`src/bus_pkg.sv`:
```
package bus_pkg;

    // Widths seen on the core side of the peripheral bus
    localparam int ADDR_W = 11;
    localparam int DATA_W = 32;
    localparam int BYTE_W = 8;

    // Access size as driven by the core
    typedef enum logic [1:0] {
        BYTE = 2'b00,
        HALF = 2'b01,
        WORD = 2'b10,
        NONE = 2'b11   // No access this cycle
    } bus_size_e;

    // Request held stable by the core for the whole access
    typedef struct packed {
        logic [ADDR_W-1:0] addr;       // Byte address within the peripheral space
        logic [DATA_W-1:0] wdata;      // Low 8, 16 or 32 bits valid on write
        bus_size_e         write_size;
        bus_size_e         read_size;
    } bus_req_t;

    // One write enable per mapped peripheral
    typedef struct packed {
        logic gpio;
        logic scratch;
        logic pwm;
    } peri_sel_t;

endpackage

```
`src/periph_map_pkg.sv`:
```
package periph_map_pkg;

    // Slot counts and pin count
    localparam int NUM_SLOTS = 16;
    localparam int NUM_PINS  = 8;

    // Slot numbers of the mapped peripherals
    localparam logic [3:0] SLOT_GPIO    = 4'd1;   // User space
    localparam logic [3:0] SLOT_SCRATCH = 4'd0;   // Simple space
    localparam logic [3:0] SLOT_PWM     = 4'd5;   // Simple space, also the audio source

    // Register offsets inside the GPIO slot
    localparam logic [5:0] GPIO_OUT_OFS   = 6'h00;
    localparam logic [5:0] GPIO_IN_OFS    = 6'h04;
    localparam logic [5:0] GPIO_AUDIO_OFS = 6'h10;
    localparam logic [5:0] GPIO_FSEL_BASE = 6'h20;   // Pin i at base + 4*i

    // Output function select of one pin
    typedef struct packed {
        logic       simple;   // Set selects the simple space
        logic [3:0] slot;
    } func_sel_t;

    // All pins come out of reset driven by the GPIO register
    localparam func_sel_t FSEL_RESET = '{simple: 1'b0, slot: SLOT_GPIO};

    localparam int AUDIO_SEL_W  = 3;
    localparam int SCRATCH_REGS = 4;

endpackage

```
`src/periph_decode.sv`:
```
`timescale 1ns/1ps

module periph_decode (
    input  bus_pkg::bus_req_t           i_bus_req,
    input  logic                        i_masked,
    input  logic [bus_pkg::DATA_W-1:0]  i_gpio_data,
    input  logic [bus_pkg::BYTE_W-1:0]  i_scratch_data,
    input  logic [bus_pkg::BYTE_W-1:0]  i_pwm_data,
    output bus_pkg::peri_sel_t          o_sel,
    output logic [bus_pkg::DATA_W-1:0]  o_peri_data,
    output logic                        o_peri_ready,
    output logic                        o_read_req,
    output logic                        o_write_ack
);
    import bus_pkg::*;
    import periph_map_pkg::*;

    logic                         is_simple;
    logic [$clog2(NUM_SLOTS)-1:0] slot;
    logic [NUM_SLOTS-1:0]         user_hit;
    logic [NUM_SLOTS-1:0]         simple_hit;
    logic                         write_req;
    logic                         read_present;

    // Top address bit splits user and simple space
    assign is_simple = i_bus_req.addr[ADDR_W-1];
    assign slot      = is_simple ? i_bus_req.addr[7:4] : i_bus_req.addr[9:6];

    always_comb begin
        user_hit   = '0;
        simple_hit = '0;
        if (is_simple) begin
            simple_hit[slot] = 1'b1;
        end else begin
            user_hit[slot] = 1'b1;
        end
    end

    assign write_req    = (i_bus_req.write_size != NONE);
    assign read_present = (i_bus_req.read_size != NONE);

    // Any write size reaches the peripheral, which takes the low byte
    assign o_sel.gpio    = write_req && user_hit[SLOT_GPIO];
    assign o_sel.scratch = write_req && simple_hit[SLOT_SCRATCH];
    assign o_sel.pwm     = write_req && simple_hit[SLOT_PWM];

    // Writes are acknowledged at once, mapped or not
    assign o_write_ack = write_req;

    // Hold off the request while the buffered word is still on the bus
    assign o_read_req = read_present && !i_masked;

    always_comb begin
        o_peri_data = '0;   // Unmapped slots read zero
        if (user_hit[SLOT_GPIO]) begin
            o_peri_data = i_gpio_data;
        end else if (simple_hit[SLOT_SCRATCH]) begin
            o_peri_data = {{(DATA_W-BYTE_W){1'b0}}, i_scratch_data};
        end else if (simple_hit[SLOT_PWM]) begin
            o_peri_data = {{(DATA_W-BYTE_W){1'b0}}, i_pwm_data};
        end
    end

    // No slot in this map stalls a read
    assign o_peri_ready = 1'b1;

endmodule

```
`src/read_hold_buffer.sv`:
```
`timescale 1ns/1ps

module read_hold_buffer (
    input  logic                        clk,
    input  logic                        rst_n,
    input  logic                        i_read_req,
    input  logic                        i_peri_ready,
    input  logic [bus_pkg::DATA_W-1:0]  i_peri_data,
    input  logic                        i_write_ack,
    input  logic                        i_read_complete,
    output logic                        o_masked,
    output logic [bus_pkg::DATA_W-1:0]  o_data,
    output logic                        o_data_ready
);

    logic data_hold;   // Captured word not yet consumed by the core
    logic ready_r;
    logic capture;

    // Take a new word only when the previous one has been released
    assign capture = i_read_req && i_peri_ready && !data_hold;

    always_ff @(posedge clk) begin
        if (!rst_n) begin
            data_hold <= 1'b0;
            ready_r   <= 1'b0;
        end else begin
            ready_r <= capture;   // Ready one cycle after the request
            if (capture) begin
                data_hold <= 1'b1;
            end else if (i_read_complete) begin
                data_hold <= 1'b0;
            end
        end
    end

    always_ff @(posedge clk) begin
        if (capture) begin
            o_data <= i_peri_data;
        end
    end

    assign o_masked     = ready_r;
    assign o_data_ready = ready_r || i_write_ack;   // Write ack is combinational

endmodule

```
`src/gpio_ctrl.sv`:
```
`timescale 1ns/1ps

module gpio_ctrl (
    input  logic                                clk,
    input  logic                                rst_n,
    input  logic                                i_we,
    input  logic [5:0]                          i_offset,
    input  logic [bus_pkg::BYTE_W-1:0]          i_wdata,
    input  logic [periph_map_pkg::NUM_PINS-1:0] i_pins,
    input  logic [periph_map_pkg::NUM_PINS-1:0] i_scratch_pins,
    input  logic [periph_map_pkg::NUM_PINS-1:0] i_pwm_pins,
    output logic [bus_pkg::DATA_W-1:0]          o_rdata,
    output logic [periph_map_pkg::NUM_PINS-1:0] o_pins,
    output logic                                o_audio_select
);
    import periph_map_pkg::*;

    logic [NUM_PINS-1:0]         gpio_out;
    logic [AUDIO_SEL_W-1:0]      audio_sel;
    func_sel_t                   func_sel [NUM_PINS];
    logic                        fsel_hit;
    logic [5:0]                  fsel_rel;
    logic [$clog2(NUM_PINS)-1:0] fsel_idx;

    // Function selects are word spaced from the base
    assign fsel_rel = i_offset - GPIO_FSEL_BASE;
    assign fsel_hit = (i_offset >= GPIO_FSEL_BASE) && (i_offset[1:0] == 2'b00);
    assign fsel_idx = fsel_rel[2 +: $clog2(NUM_PINS)];

    always_ff @(posedge clk) begin
        if (!rst_n) begin
            gpio_out  <= '0;
            audio_sel <= '0;
            for (int i = 0; i < NUM_PINS; i++) begin
                func_sel[i] <= FSEL_RESET;
            end
        end else if (i_we) begin
            if (i_offset == GPIO_OUT_OFS) begin
                gpio_out <= i_wdata[NUM_PINS-1:0];
            end
            if (i_offset == GPIO_AUDIO_OFS) begin
                audio_sel <= i_wdata[AUDIO_SEL_W-1:0];
            end
            if (fsel_hit) begin
                func_sel[fsel_idx] <= i_wdata[$bits(func_sel_t)-1:0];
            end
        end
    end

    // Readback, zero extended
    always_comb begin
        o_rdata = '0;
        if (i_offset == GPIO_OUT_OFS) begin
            o_rdata[NUM_PINS-1:0] = gpio_out;
        end else if (i_offset == GPIO_IN_OFS) begin
            o_rdata[NUM_PINS-1:0] = i_pins;
        end else if (i_offset == GPIO_AUDIO_OFS) begin
            o_rdata[AUDIO_SEL_W-1:0] = audio_sel;
        end else if (fsel_hit) begin
            o_rdata[$bits(func_sel_t)-1:0] = func_sel[fsel_idx];
        end
    end

    // Per pin output mux, unmapped sources drive low
    always_comb begin
        for (int i = 0; i < NUM_PINS; i++) begin
            o_pins[i] = 1'b0;
            if (!func_sel[i].simple && func_sel[i].slot == SLOT_GPIO) begin
                o_pins[i] = gpio_out[i];
            end else if (func_sel[i].simple && func_sel[i].slot == SLOT_SCRATCH) begin
                o_pins[i] = i_scratch_pins[i];
            end else if (func_sel[i].simple && func_sel[i].slot == SLOT_PWM) begin
                o_pins[i] = i_pwm_pins[i];
            end
        end
    end

    assign o_audio_select = audio_sel[AUDIO_SEL_W-1];

endmodule

```
`src/scratch_byte_peri.sv`:
```
`timescale 1ns/1ps

module scratch_byte_peri (
    input  logic                                clk,
    input  logic                                rst_n,
    input  logic                                i_we,
    input  logic [3:0]                          i_offset,
    input  logic [bus_pkg::BYTE_W-1:0]          i_wdata,
    output logic [bus_pkg::BYTE_W-1:0]          o_rdata,
    output logic [periph_map_pkg::NUM_PINS-1:0] o_pins
);
    import bus_pkg::*;
    import periph_map_pkg::*;

    logic [BYTE_W-1:0]               regs [SCRATCH_REGS];
    logic [$clog2(SCRATCH_REGS)-1:0] idx;
    logic                            in_range;

    assign idx      = i_offset[$clog2(SCRATCH_REGS)-1:0];
    assign in_range = (i_offset < 4'(SCRATCH_REGS));   // Upper offsets are empty

    always_ff @(posedge clk) begin
        if (!rst_n) begin
            for (int i = 0; i < SCRATCH_REGS; i++) begin
                regs[i] <= '0;
            end
        end else if (i_we && in_range) begin
            regs[idx] <= i_wdata;
        end
    end

    assign o_rdata = in_range ? regs[idx] : '0;

    // Register 0 doubles as the pin output
    assign o_pins = regs[0][NUM_PINS-1:0];

endmodule

```
`src/pwm_byte_peri.sv`:
```
`timescale 1ns/1ps

module pwm_byte_peri (
    input  logic                                clk,
    input  logic                                rst_n,
    input  logic                                i_we,
    input  logic [3:0]                          i_offset,
    input  logic [bus_pkg::BYTE_W-1:0]          i_wdata,
    output logic [bus_pkg::BYTE_W-1:0]          o_rdata,
    output logic [periph_map_pkg::NUM_PINS-1:0] o_pins
);
    import bus_pkg::*;
    import periph_map_pkg::*;

    logic [BYTE_W-1:0] duty;
    logic [BYTE_W-1:0] counter;   // Wraps every 256 cycles
    logic              level;

    always_ff @(posedge clk) begin
        if (!rst_n) begin
            duty    <= '0;
            counter <= '0;
            level   <= 1'b0;
        end else begin
            counter <= counter + 1'b1;
            level   <= (counter < duty);   // High for duty counts per period
            if (i_we && i_offset == 4'h0) begin
                duty <= i_wdata;
            end
        end
    end

    // Only the duty register is visible
    assign o_rdata = (i_offset == 4'h0) ? duty : '0;

    assign o_pins = {NUM_PINS{level}};

endmodule

```
`src/periph_top.sv`:
```
`timescale 1ns/1ps

module periph_top (
    input  logic                                clk,
    input  logic                                rst_n,
    input  bus_pkg::bus_req_t                   i_bus_req,
    input  logic                                i_read_complete,
    input  logic [periph_map_pkg::NUM_PINS-1:0] i_pins,
    output logic [periph_map_pkg::NUM_PINS-1:0] o_pins,
    output logic                                o_audio,
    output logic                                o_audio_select,
    output logic [bus_pkg::DATA_W-1:0]          o_data,
    output logic                                o_data_ready
);
    import bus_pkg::*;
    import periph_map_pkg::*;

    peri_sel_t           sel;
    logic [DATA_W-1:0]   gpio_data;
    logic [DATA_W-1:0]   peri_data;
    logic [BYTE_W-1:0]   scratch_data;
    logic [BYTE_W-1:0]   pwm_data;
    logic [NUM_PINS-1:0] scratch_pins;
    logic [NUM_PINS-1:0] pwm_pins;
    logic                peri_ready;
    logic                read_req;
    logic                write_ack;
    logic                masked;

    periph_decode u_decode (
        .i_bus_req      (i_bus_req),
        .i_masked       (masked),
        .i_gpio_data    (gpio_data),
        .i_scratch_data (scratch_data),
        .i_pwm_data     (pwm_data),
        .o_sel          (sel),
        .o_peri_data    (peri_data),
        .o_peri_ready   (peri_ready),
        .o_read_req     (read_req),
        .o_write_ack    (write_ack)
    );

    read_hold_buffer u_hold (
        .clk             (clk),
        .rst_n           (rst_n),
        .i_read_req      (read_req),
        .i_peri_ready    (peri_ready),
        .i_peri_data     (peri_data),
        .i_write_ack     (write_ack),
        .i_read_complete (i_read_complete),
        .o_masked        (masked),
        .o_data          (o_data),
        .o_data_ready    (o_data_ready)
    );

    // User slot, 6 bit offset
    gpio_ctrl u_gpio (
        .clk            (clk),
        .rst_n          (rst_n),
        .i_we           (sel.gpio),
        .i_offset       (i_bus_req.addr[5:0]),
        .i_wdata        (i_bus_req.wdata[BYTE_W-1:0]),
        .i_pins         (i_pins),
        .i_scratch_pins (scratch_pins),
        .i_pwm_pins     (pwm_pins),
        .o_rdata        (gpio_data),
        .o_pins         (o_pins),
        .o_audio_select (o_audio_select)
    );

    // Simple slots, 4 bit offset and byte data
    scratch_byte_peri u_scratch (
        .clk      (clk),
        .rst_n    (rst_n),
        .i_we     (sel.scratch),
        .i_offset (i_bus_req.addr[3:0]),
        .i_wdata  (i_bus_req.wdata[BYTE_W-1:0]),
        .o_rdata  (scratch_data),
        .o_pins   (scratch_pins)
    );

    pwm_byte_peri u_pwm (
        .clk      (clk),
        .rst_n    (rst_n),
        .i_we     (sel.pwm),
        .i_offset (i_bus_req.addr[3:0]),
        .i_wdata  (i_bus_req.wdata[BYTE_W-1:0]),
        .o_rdata  (pwm_data),
        .o_pins   (pwm_pins)
    );

    assign o_audio = pwm_pins[NUM_PINS-1];   // Audio taken from PWM bit 7

endmodule

```
`config.mk`:
```
export PLATFORM = sky130hd
export DESIGN_NAME = periph_top
export DESIGN_NICKNAME = d
export VERILOG_FILES = /design/src/bus_pkg.sv /design/src/periph_map_pkg.sv /design/src/periph_decode.sv /design/src/read_hold_buffer.sv /design/src/gpio_ctrl.sv /design/src/scratch_byte_peri.sv /design/src/pwm_byte_peri.sv /design/src/periph_top.sv
export SDC_FILE = /design/constraint.sdc
export NUM_CORES = 1
export LEC_CHECK = 0
export BUFFER_PORTS_ARGS = -buffer_cell sky130_fd_sc_hd__buf_2
export CORE_MARGIN = 5
export CORE_UTILIZATION = 60
export CTS_CLUSTER_SIZE = 28
export DETAILED_ROUTE_END_ITERATION = 12
export GPL_TIMING_DRIVEN = 0
export PLACE_DENSITY = 0.95
export SLEW_MARGIN = 20
export SYNTH_ARGS = -nofsm -noshare
export SYNTH_HDL_FRONTEND = slang
export SYNTH_SLANG_ARGS = --single-unit
```
`constraint.sdc`:
```
create_clock -name clk -period 2.8 [get_ports clk]
set_input_delay 0.14 -clock clk [delete_from_list [all_inputs] [get_ports clk]]
set_output_delay 0.14 -clock clk [all_outputs]
set_load 0.02 [all_outputs]
```
After elaboration in Yosys (flattened, before gate mapping). Memories as Yosys holds them, arrays and structs flattened. Index checks and enable logic that the tools add are counted.

Equal/unequal tests: 20. Muxes and demuxes: 56. Add/subtract/negate cells: 2. Reductions and logical operators: 61. Magnitude comparators: 5.

Operators by type and width (count): 8-bit two-way mux (7); 1-bit two-way mux (37); 4-bit zero test (9); 1-bit logical AND (33); 4-bit by 1-bit == test with 1-bit output (second input constant) (8); 4-bit by 3-bit == test with 1-bit output (second input constant) (8); 5-bit two-way mux (3); 1-bit zero test (10); 3-bit two-way mux (3); 8-bit by 1-bit adder with 8-bit output (second input constant) (1); 8-bit < comparator (1); 8-bit OR reduction (1); 6-bit by 3-bit == test with 1-bit output (second input constant) (1); 6-bit by 5-bit == test with 1-bit output (second input constant) (1); 6-bit >= comparator (second input constant) (1); 6-bit zero test (1); 2-bit two-way mux (3); 6-bit two-way mux (1); 4-bit by 5-bit < comparator with 1-bit output (second input constant) (1); 5-bit OR reduction (1); 5-bit by 1-bit subtractor with 5-bit output (second input constant) (1); 1-bit demux with 4-bit select (1); 4-bit by 1-bit >= comparator with 1-bit output (second input constant) (1); 4-bit by 3-bit < comparator with 1-bit output (second input constant) (1); other kinds (7) (9).

Word-level logic and storage cells: 155. Memory bits (writable): 72. Bits in registers: 62. Memories kept: 2. Output and inout bits: 43. Input bits: 58.

Memory list: u_gpio.func_sel (depth 8, bits a word 5, rd ports 9, clocked after Yosys merged registers in 0, wr ports 8, RTL line gpio_ctrl.sv:20) `func_sel_t func_sel [NUM_PINS];`; u_scratch.regs (depth 4, bits a word 8, rd ports 2, clocked after Yosys merged registers in 0, wr ports 4, RTL line scratch_byte_peri.sv:15) `logic [BYTE_W-1:0] regs [SCRATCH_REGS];`.

Logic depth before layout (Yosys ltp).
Depth in word-level cells: 13. Gate-level depth with buffers: 7. Gate-level depth less buffers: 6.

By module. A second synthesis with hierarchy kept.

Cell total of the unflattened synthesis: 614. Area total of the unflattened synthesis: 7084.3 µm².

Modules (own cells, without submodules): gpio_ctrl (times used 1, area an instance 3041.7 µm², cells each 286, sequential area each 1421.4 µm²); scratch_byte_peri (times used 1, area an instance 1612.8 µm², cells each 119, sequential area each 960.9 µm²); read_hold_buffer (times used 1, area an instance 1038.5 µm², cells each 39, sequential area each 1001.0 µm²); pwm_byte_peri (times used 1, area an instance 962.2 µm², cells each 108, sequential area each 340.3 µm²); periph_decode (times used 1, area an instance 429.2 µm², cells each 62, sequential area each 0.0 µm²).

Worst setup path before layout. OpenSTA, ideal clock, no wires.

Path type: input to register. Start: input port i_bus_req[38] (netlist name). End: memory u_scratch.regs[1][0] (enable). Buffers on the path: 1. Path slack: 0.841 ns. Data required time: 2.416 ns. Library setup time: 0.384 ns. Stages on the path: 4. Arrival: 1.575 ns. Cell sequence: buf_2 nor4b_1 nand4_1 o21ai_0.

RTL lines: from (decl) (RTL line periph_top.sv:6) `input bus_pkg::bus_req_t i_bus_req,`; to (decl) (RTL line scratch_byte_peri.sv:15).

Worst setup path in the final report.
Start: register u_pwm.level. End: output port o_pins[6] (netlist name).

Word-level cells in the longest chain between the ends: 3.

Ends and longest elaborated chain: from (decl) (RTL line pwm_byte_peri.sv:17) `logic level;`; from (signal assigned) (RTL line pwm_byte_peri.sv:26) `level <= (counter < duty);`; 1-bit two-way mux (RTL line gpio_ctrl.sv:72) `end else if (func_sel[i].simple && func_sel[i].slot == SLOT_PWM) begin`; 1-bit two-way mux (RTL line gpio_ctrl.sv:70) `end else if (func_sel[i].simple && func_sel[i].slot == SLOT_SCRATCH) begin`; 1-bit two-way mux (RTL line gpio_ctrl.sv:68) `if (!func_sel[i].simple && func_sel[i].slot == SLOT_GPIO) begin`; to (decl) (RTL line periph_top.sv:9) `output logic [periph_map_pkg::NUM_PINS-1:0] o_pins,`.

Every way passes these cells.

==> metrics.csv <==
stage;metric;value;unit
clock_tree;path_clk_slew;100;ps
clock_tree;holdBufCountCts;0;
timing;slew_headroom;0.442;
final_layout;final_nets;671;
final_layout;seqCellArea;3000;sq um
worst_setup_path;worstSetupPathType;flop to output port;
worst_setup_path;start_kind;flop;
global_routing;grt-ovfl-total;0;
power;p_leak;2.45;nW
global_routing;globalRouteMet3Util;0.0519;
route;drt-pass1-iter-count;6;
clock_tree;cts_resized;0;
worst_setup_path;required;2660;ps
floorplan;start_util;0.605;
synthesis;synthDistinctLibCells;48;
place;gp_congestion;0.989;
final_layout;syn_to_final_growth;12.3;%
floorplan;pin_count;101;
floorplan;core_area;9640;sq um
timing;finalSetupViolations;0;
clock_tree;post_cts_buffers;0;
place;place_hpwl;11300;microns
synthesis;async_reset_ff_frac;0;
power;power_density;490;nW/um^2
global_routing;grt_max_degree;19;
hold_path;hp-class;input pin to flop;
route;drc;0;
global_routing;met1_usage;0.324;
synthesis;ys_seq_area_frac;0.515;
timing;clock_skew;8.46;ps
synthesis;synth_edf_count;80;
power;finalPower;3.21;mW
synthesis;syn_area_per_cell;11.2;sq um
outcome;status;completed;
route;post_drt_wl_per_cell;20.5;microns
clock_tree;cts_sinks;110;
route;vias_per_cell;6.15;
final_layout;nFillCells;713;
timing;setup_tns;0;ps
timing;hold_viol_final;0;
route;postRouteAntennaNets;0;
worst_setup_path;cp_max_fo;8;
route;drt-initial-drc-count;430;
clock_tree;root_buffer;clkbuf_8;
synthesis;ys_seq_elements;110;
final_layout;multi_input_area;2560;sq um
floorplan;die_w;109;microns
floorplan;die_y;109;microns
hold_path;holdPathStages;4;
timing;timing.final.crit_share;0.772;
worst_setup_path;r2r_cells;4;
power;vdd_drop_max;0.000245;V
timing;rsz0062_at_grt;no;
global_routing;grtUsageTotal;0.266;
timing;finalMaxSlewViolations;0;
global_routing;grt_use_met2;0.436;
global_routing;busiest_layer;met2;
place;io_buffers;50;
timing;timing.hold.ws;58.7;ps
synthesis;synth_warnings;0;
route;wirelength;15200;microns
synthesis;synth_top_area_frac;0.412;
worst_setup_path;arrival;2020;ps
final_layout;drive_gt1_frac;0.200;
clock_tree;htree_levels;3;
synthesis;syn_inst;520;
clock_tree;cts_tree;yes;
global_routing;antenna_found_initial;0;
clock_tree;clockBufferDepth;2;
worst_setup_path;end_kind;output port;
clock_tree;clock_latency;380;ps
synthesis;synth_ff_type;edfxtp_1;
synthesis;synthTopCellsByArea;edfxtp_1 (41%), dfxtp_1 (10%), and2_1 (7.5%), mux4_2 (4.6%), buf_4 (3.1%);
timing;post-route-min-period;2160;ps
global_routing;grt_pass1_wl;23300;microns
floorplan;die-area;11800;sq um
global_routing;first_global_vias;4494;
synthesis;netlist_area;5830;sq um
synthesis;synth_largest_area_cell;edfxtp_1;
final_layout;final_common_cell;edfxtp_1;
final_layout;n_antenna_cell;0;
clock_tree;cts_buffers;9;
route;via_count;4566;
timing;max_freq;462;MHz
final_layout;final_cell_mix;edfxtp_1 (80), and2_1 (70), buf_2 (56);
flow_run;max_cap_violations;0;
timing;worst_pin_slew;831;ps
floorplan;fp-row-count;36;
[cell type report]
cell class	count	share of cell area
inverters	18	0.0103
well taps	133	0.0254
clock inverters	6	0.0109
clock buffers	10	0.0195
flip-flops and latches	110	0.459
repair buffers	51	0.0394
plain buffers	49	0.0442
multi-input cells	366	0.391
[through the flow]
stage / cell area, sq um / setup WS [ps] / util / std cells
6_report: 6540 / 637 / 0.679 / 743
5_1_grt: 6540 / 536 / 0.679 / 743
4_1_cts: 6540 / 498 / 0.678 / 742
3_5_place_dp: 6340 / 99.8 / 0.657 / 726
3_3_place_gp: 6330 / 271 / 0.657 / 726
2_1_floorplan: 5920 / 841 / - / 543
[registers in the layout, summed over array words and instances (netlist names)]
signal	count
u_gpio.audio_sel	3
u_gpio.func_sel	40
u_gpio.gpio_out	8
u_hold.data_hold	1
u_hold.o_data	8
u_hold.o_masked	1
u_pwm.counter	8
u_pwm.duty	8
u_pwm.level	1
u_scratch.regs	32
[logic make-up after synthesis]
logic type / Yosys count / share of synthesized area
simple gates: 209 / 0.220
flops: 110 / 0.515
compound gates: 84 / 0.0899
buf+inv: 67 / 0.0612
mux: 35 / 0.0871
fa+ha+maj: 8 / 0.0172
xor+xnor: 6 / 0.00901
other cells: 1 / 0.000643
[routing by layer]
| metal | vias up | wire length [microns] |
|---|---|---|
| li1 | 2041 | - |
| met1 | 2142 | 5550 |
| met2 | 322 | 7210 |
| met3 | 61 | 1730 |
| met4 | 0 | 757 |
| met5 | - | 0 |
[Yosys cell counts, drive strengths merged (2+ instances only)]
cell and number:
nand2b 27, a31o 2, a31oi 2, nor4b 3, a22oi 13, inv 18
a21oi 24, and2 70, xor2 4, nor4bb 9, edfxtp 80, nand4 3
buf 32, nor4 4, nand3 27, mux2 6, ha 8, nand2 3
o32ai 3, o21ai 25, a2111oi 4, and4 5, and3 14, nor2b 3
mux2i 17, clkbuf 17, dfxtp 30, xnor2 2, a211oi 3, nor2 20
nor3 17, a2bb2oi 3, mux4 12
[worst max-delay path, cell delays in order (launching register included)]
cell,delay [ps]
dfxtp_1,360
clkbuf_1,450
nand3_1,160
o21ai_0,120
a21oi_1,100
nor3_1,220
buf_2,220
[report_power, final]
| part | total [mW] | internal [mW] | switching [mW] | leakage [nW] |
|---|---|---|---|---|
| registers | 1.87 | 1.82 | 0.0472 | 1.01 |
| logic | 0.371 | 0.139 | 0.232 | 1.34 |
| clock network | 0.973 | 0.421 | 0.551 | 0.0945 |
| total | 3.21 | 2.38 | 0.830 | 2.45 |
[worst paths after layout]
| path | start | end | slack, ps |
|---|---|---|---|
| setup reg to reg | u_scratch.regs[0][1] | u_hold.o_data[1] | 960 |
| hold reg to reg | u_pwm.counter[0] | u_pwm.counter[0] | 490 |
| hold / removal | i_read_complete | u_hold.data_hold | 60 |
| setup / recovery | u_pwm.level | o_pins[6] | 640 |
(Power assumes the default switching activity.)
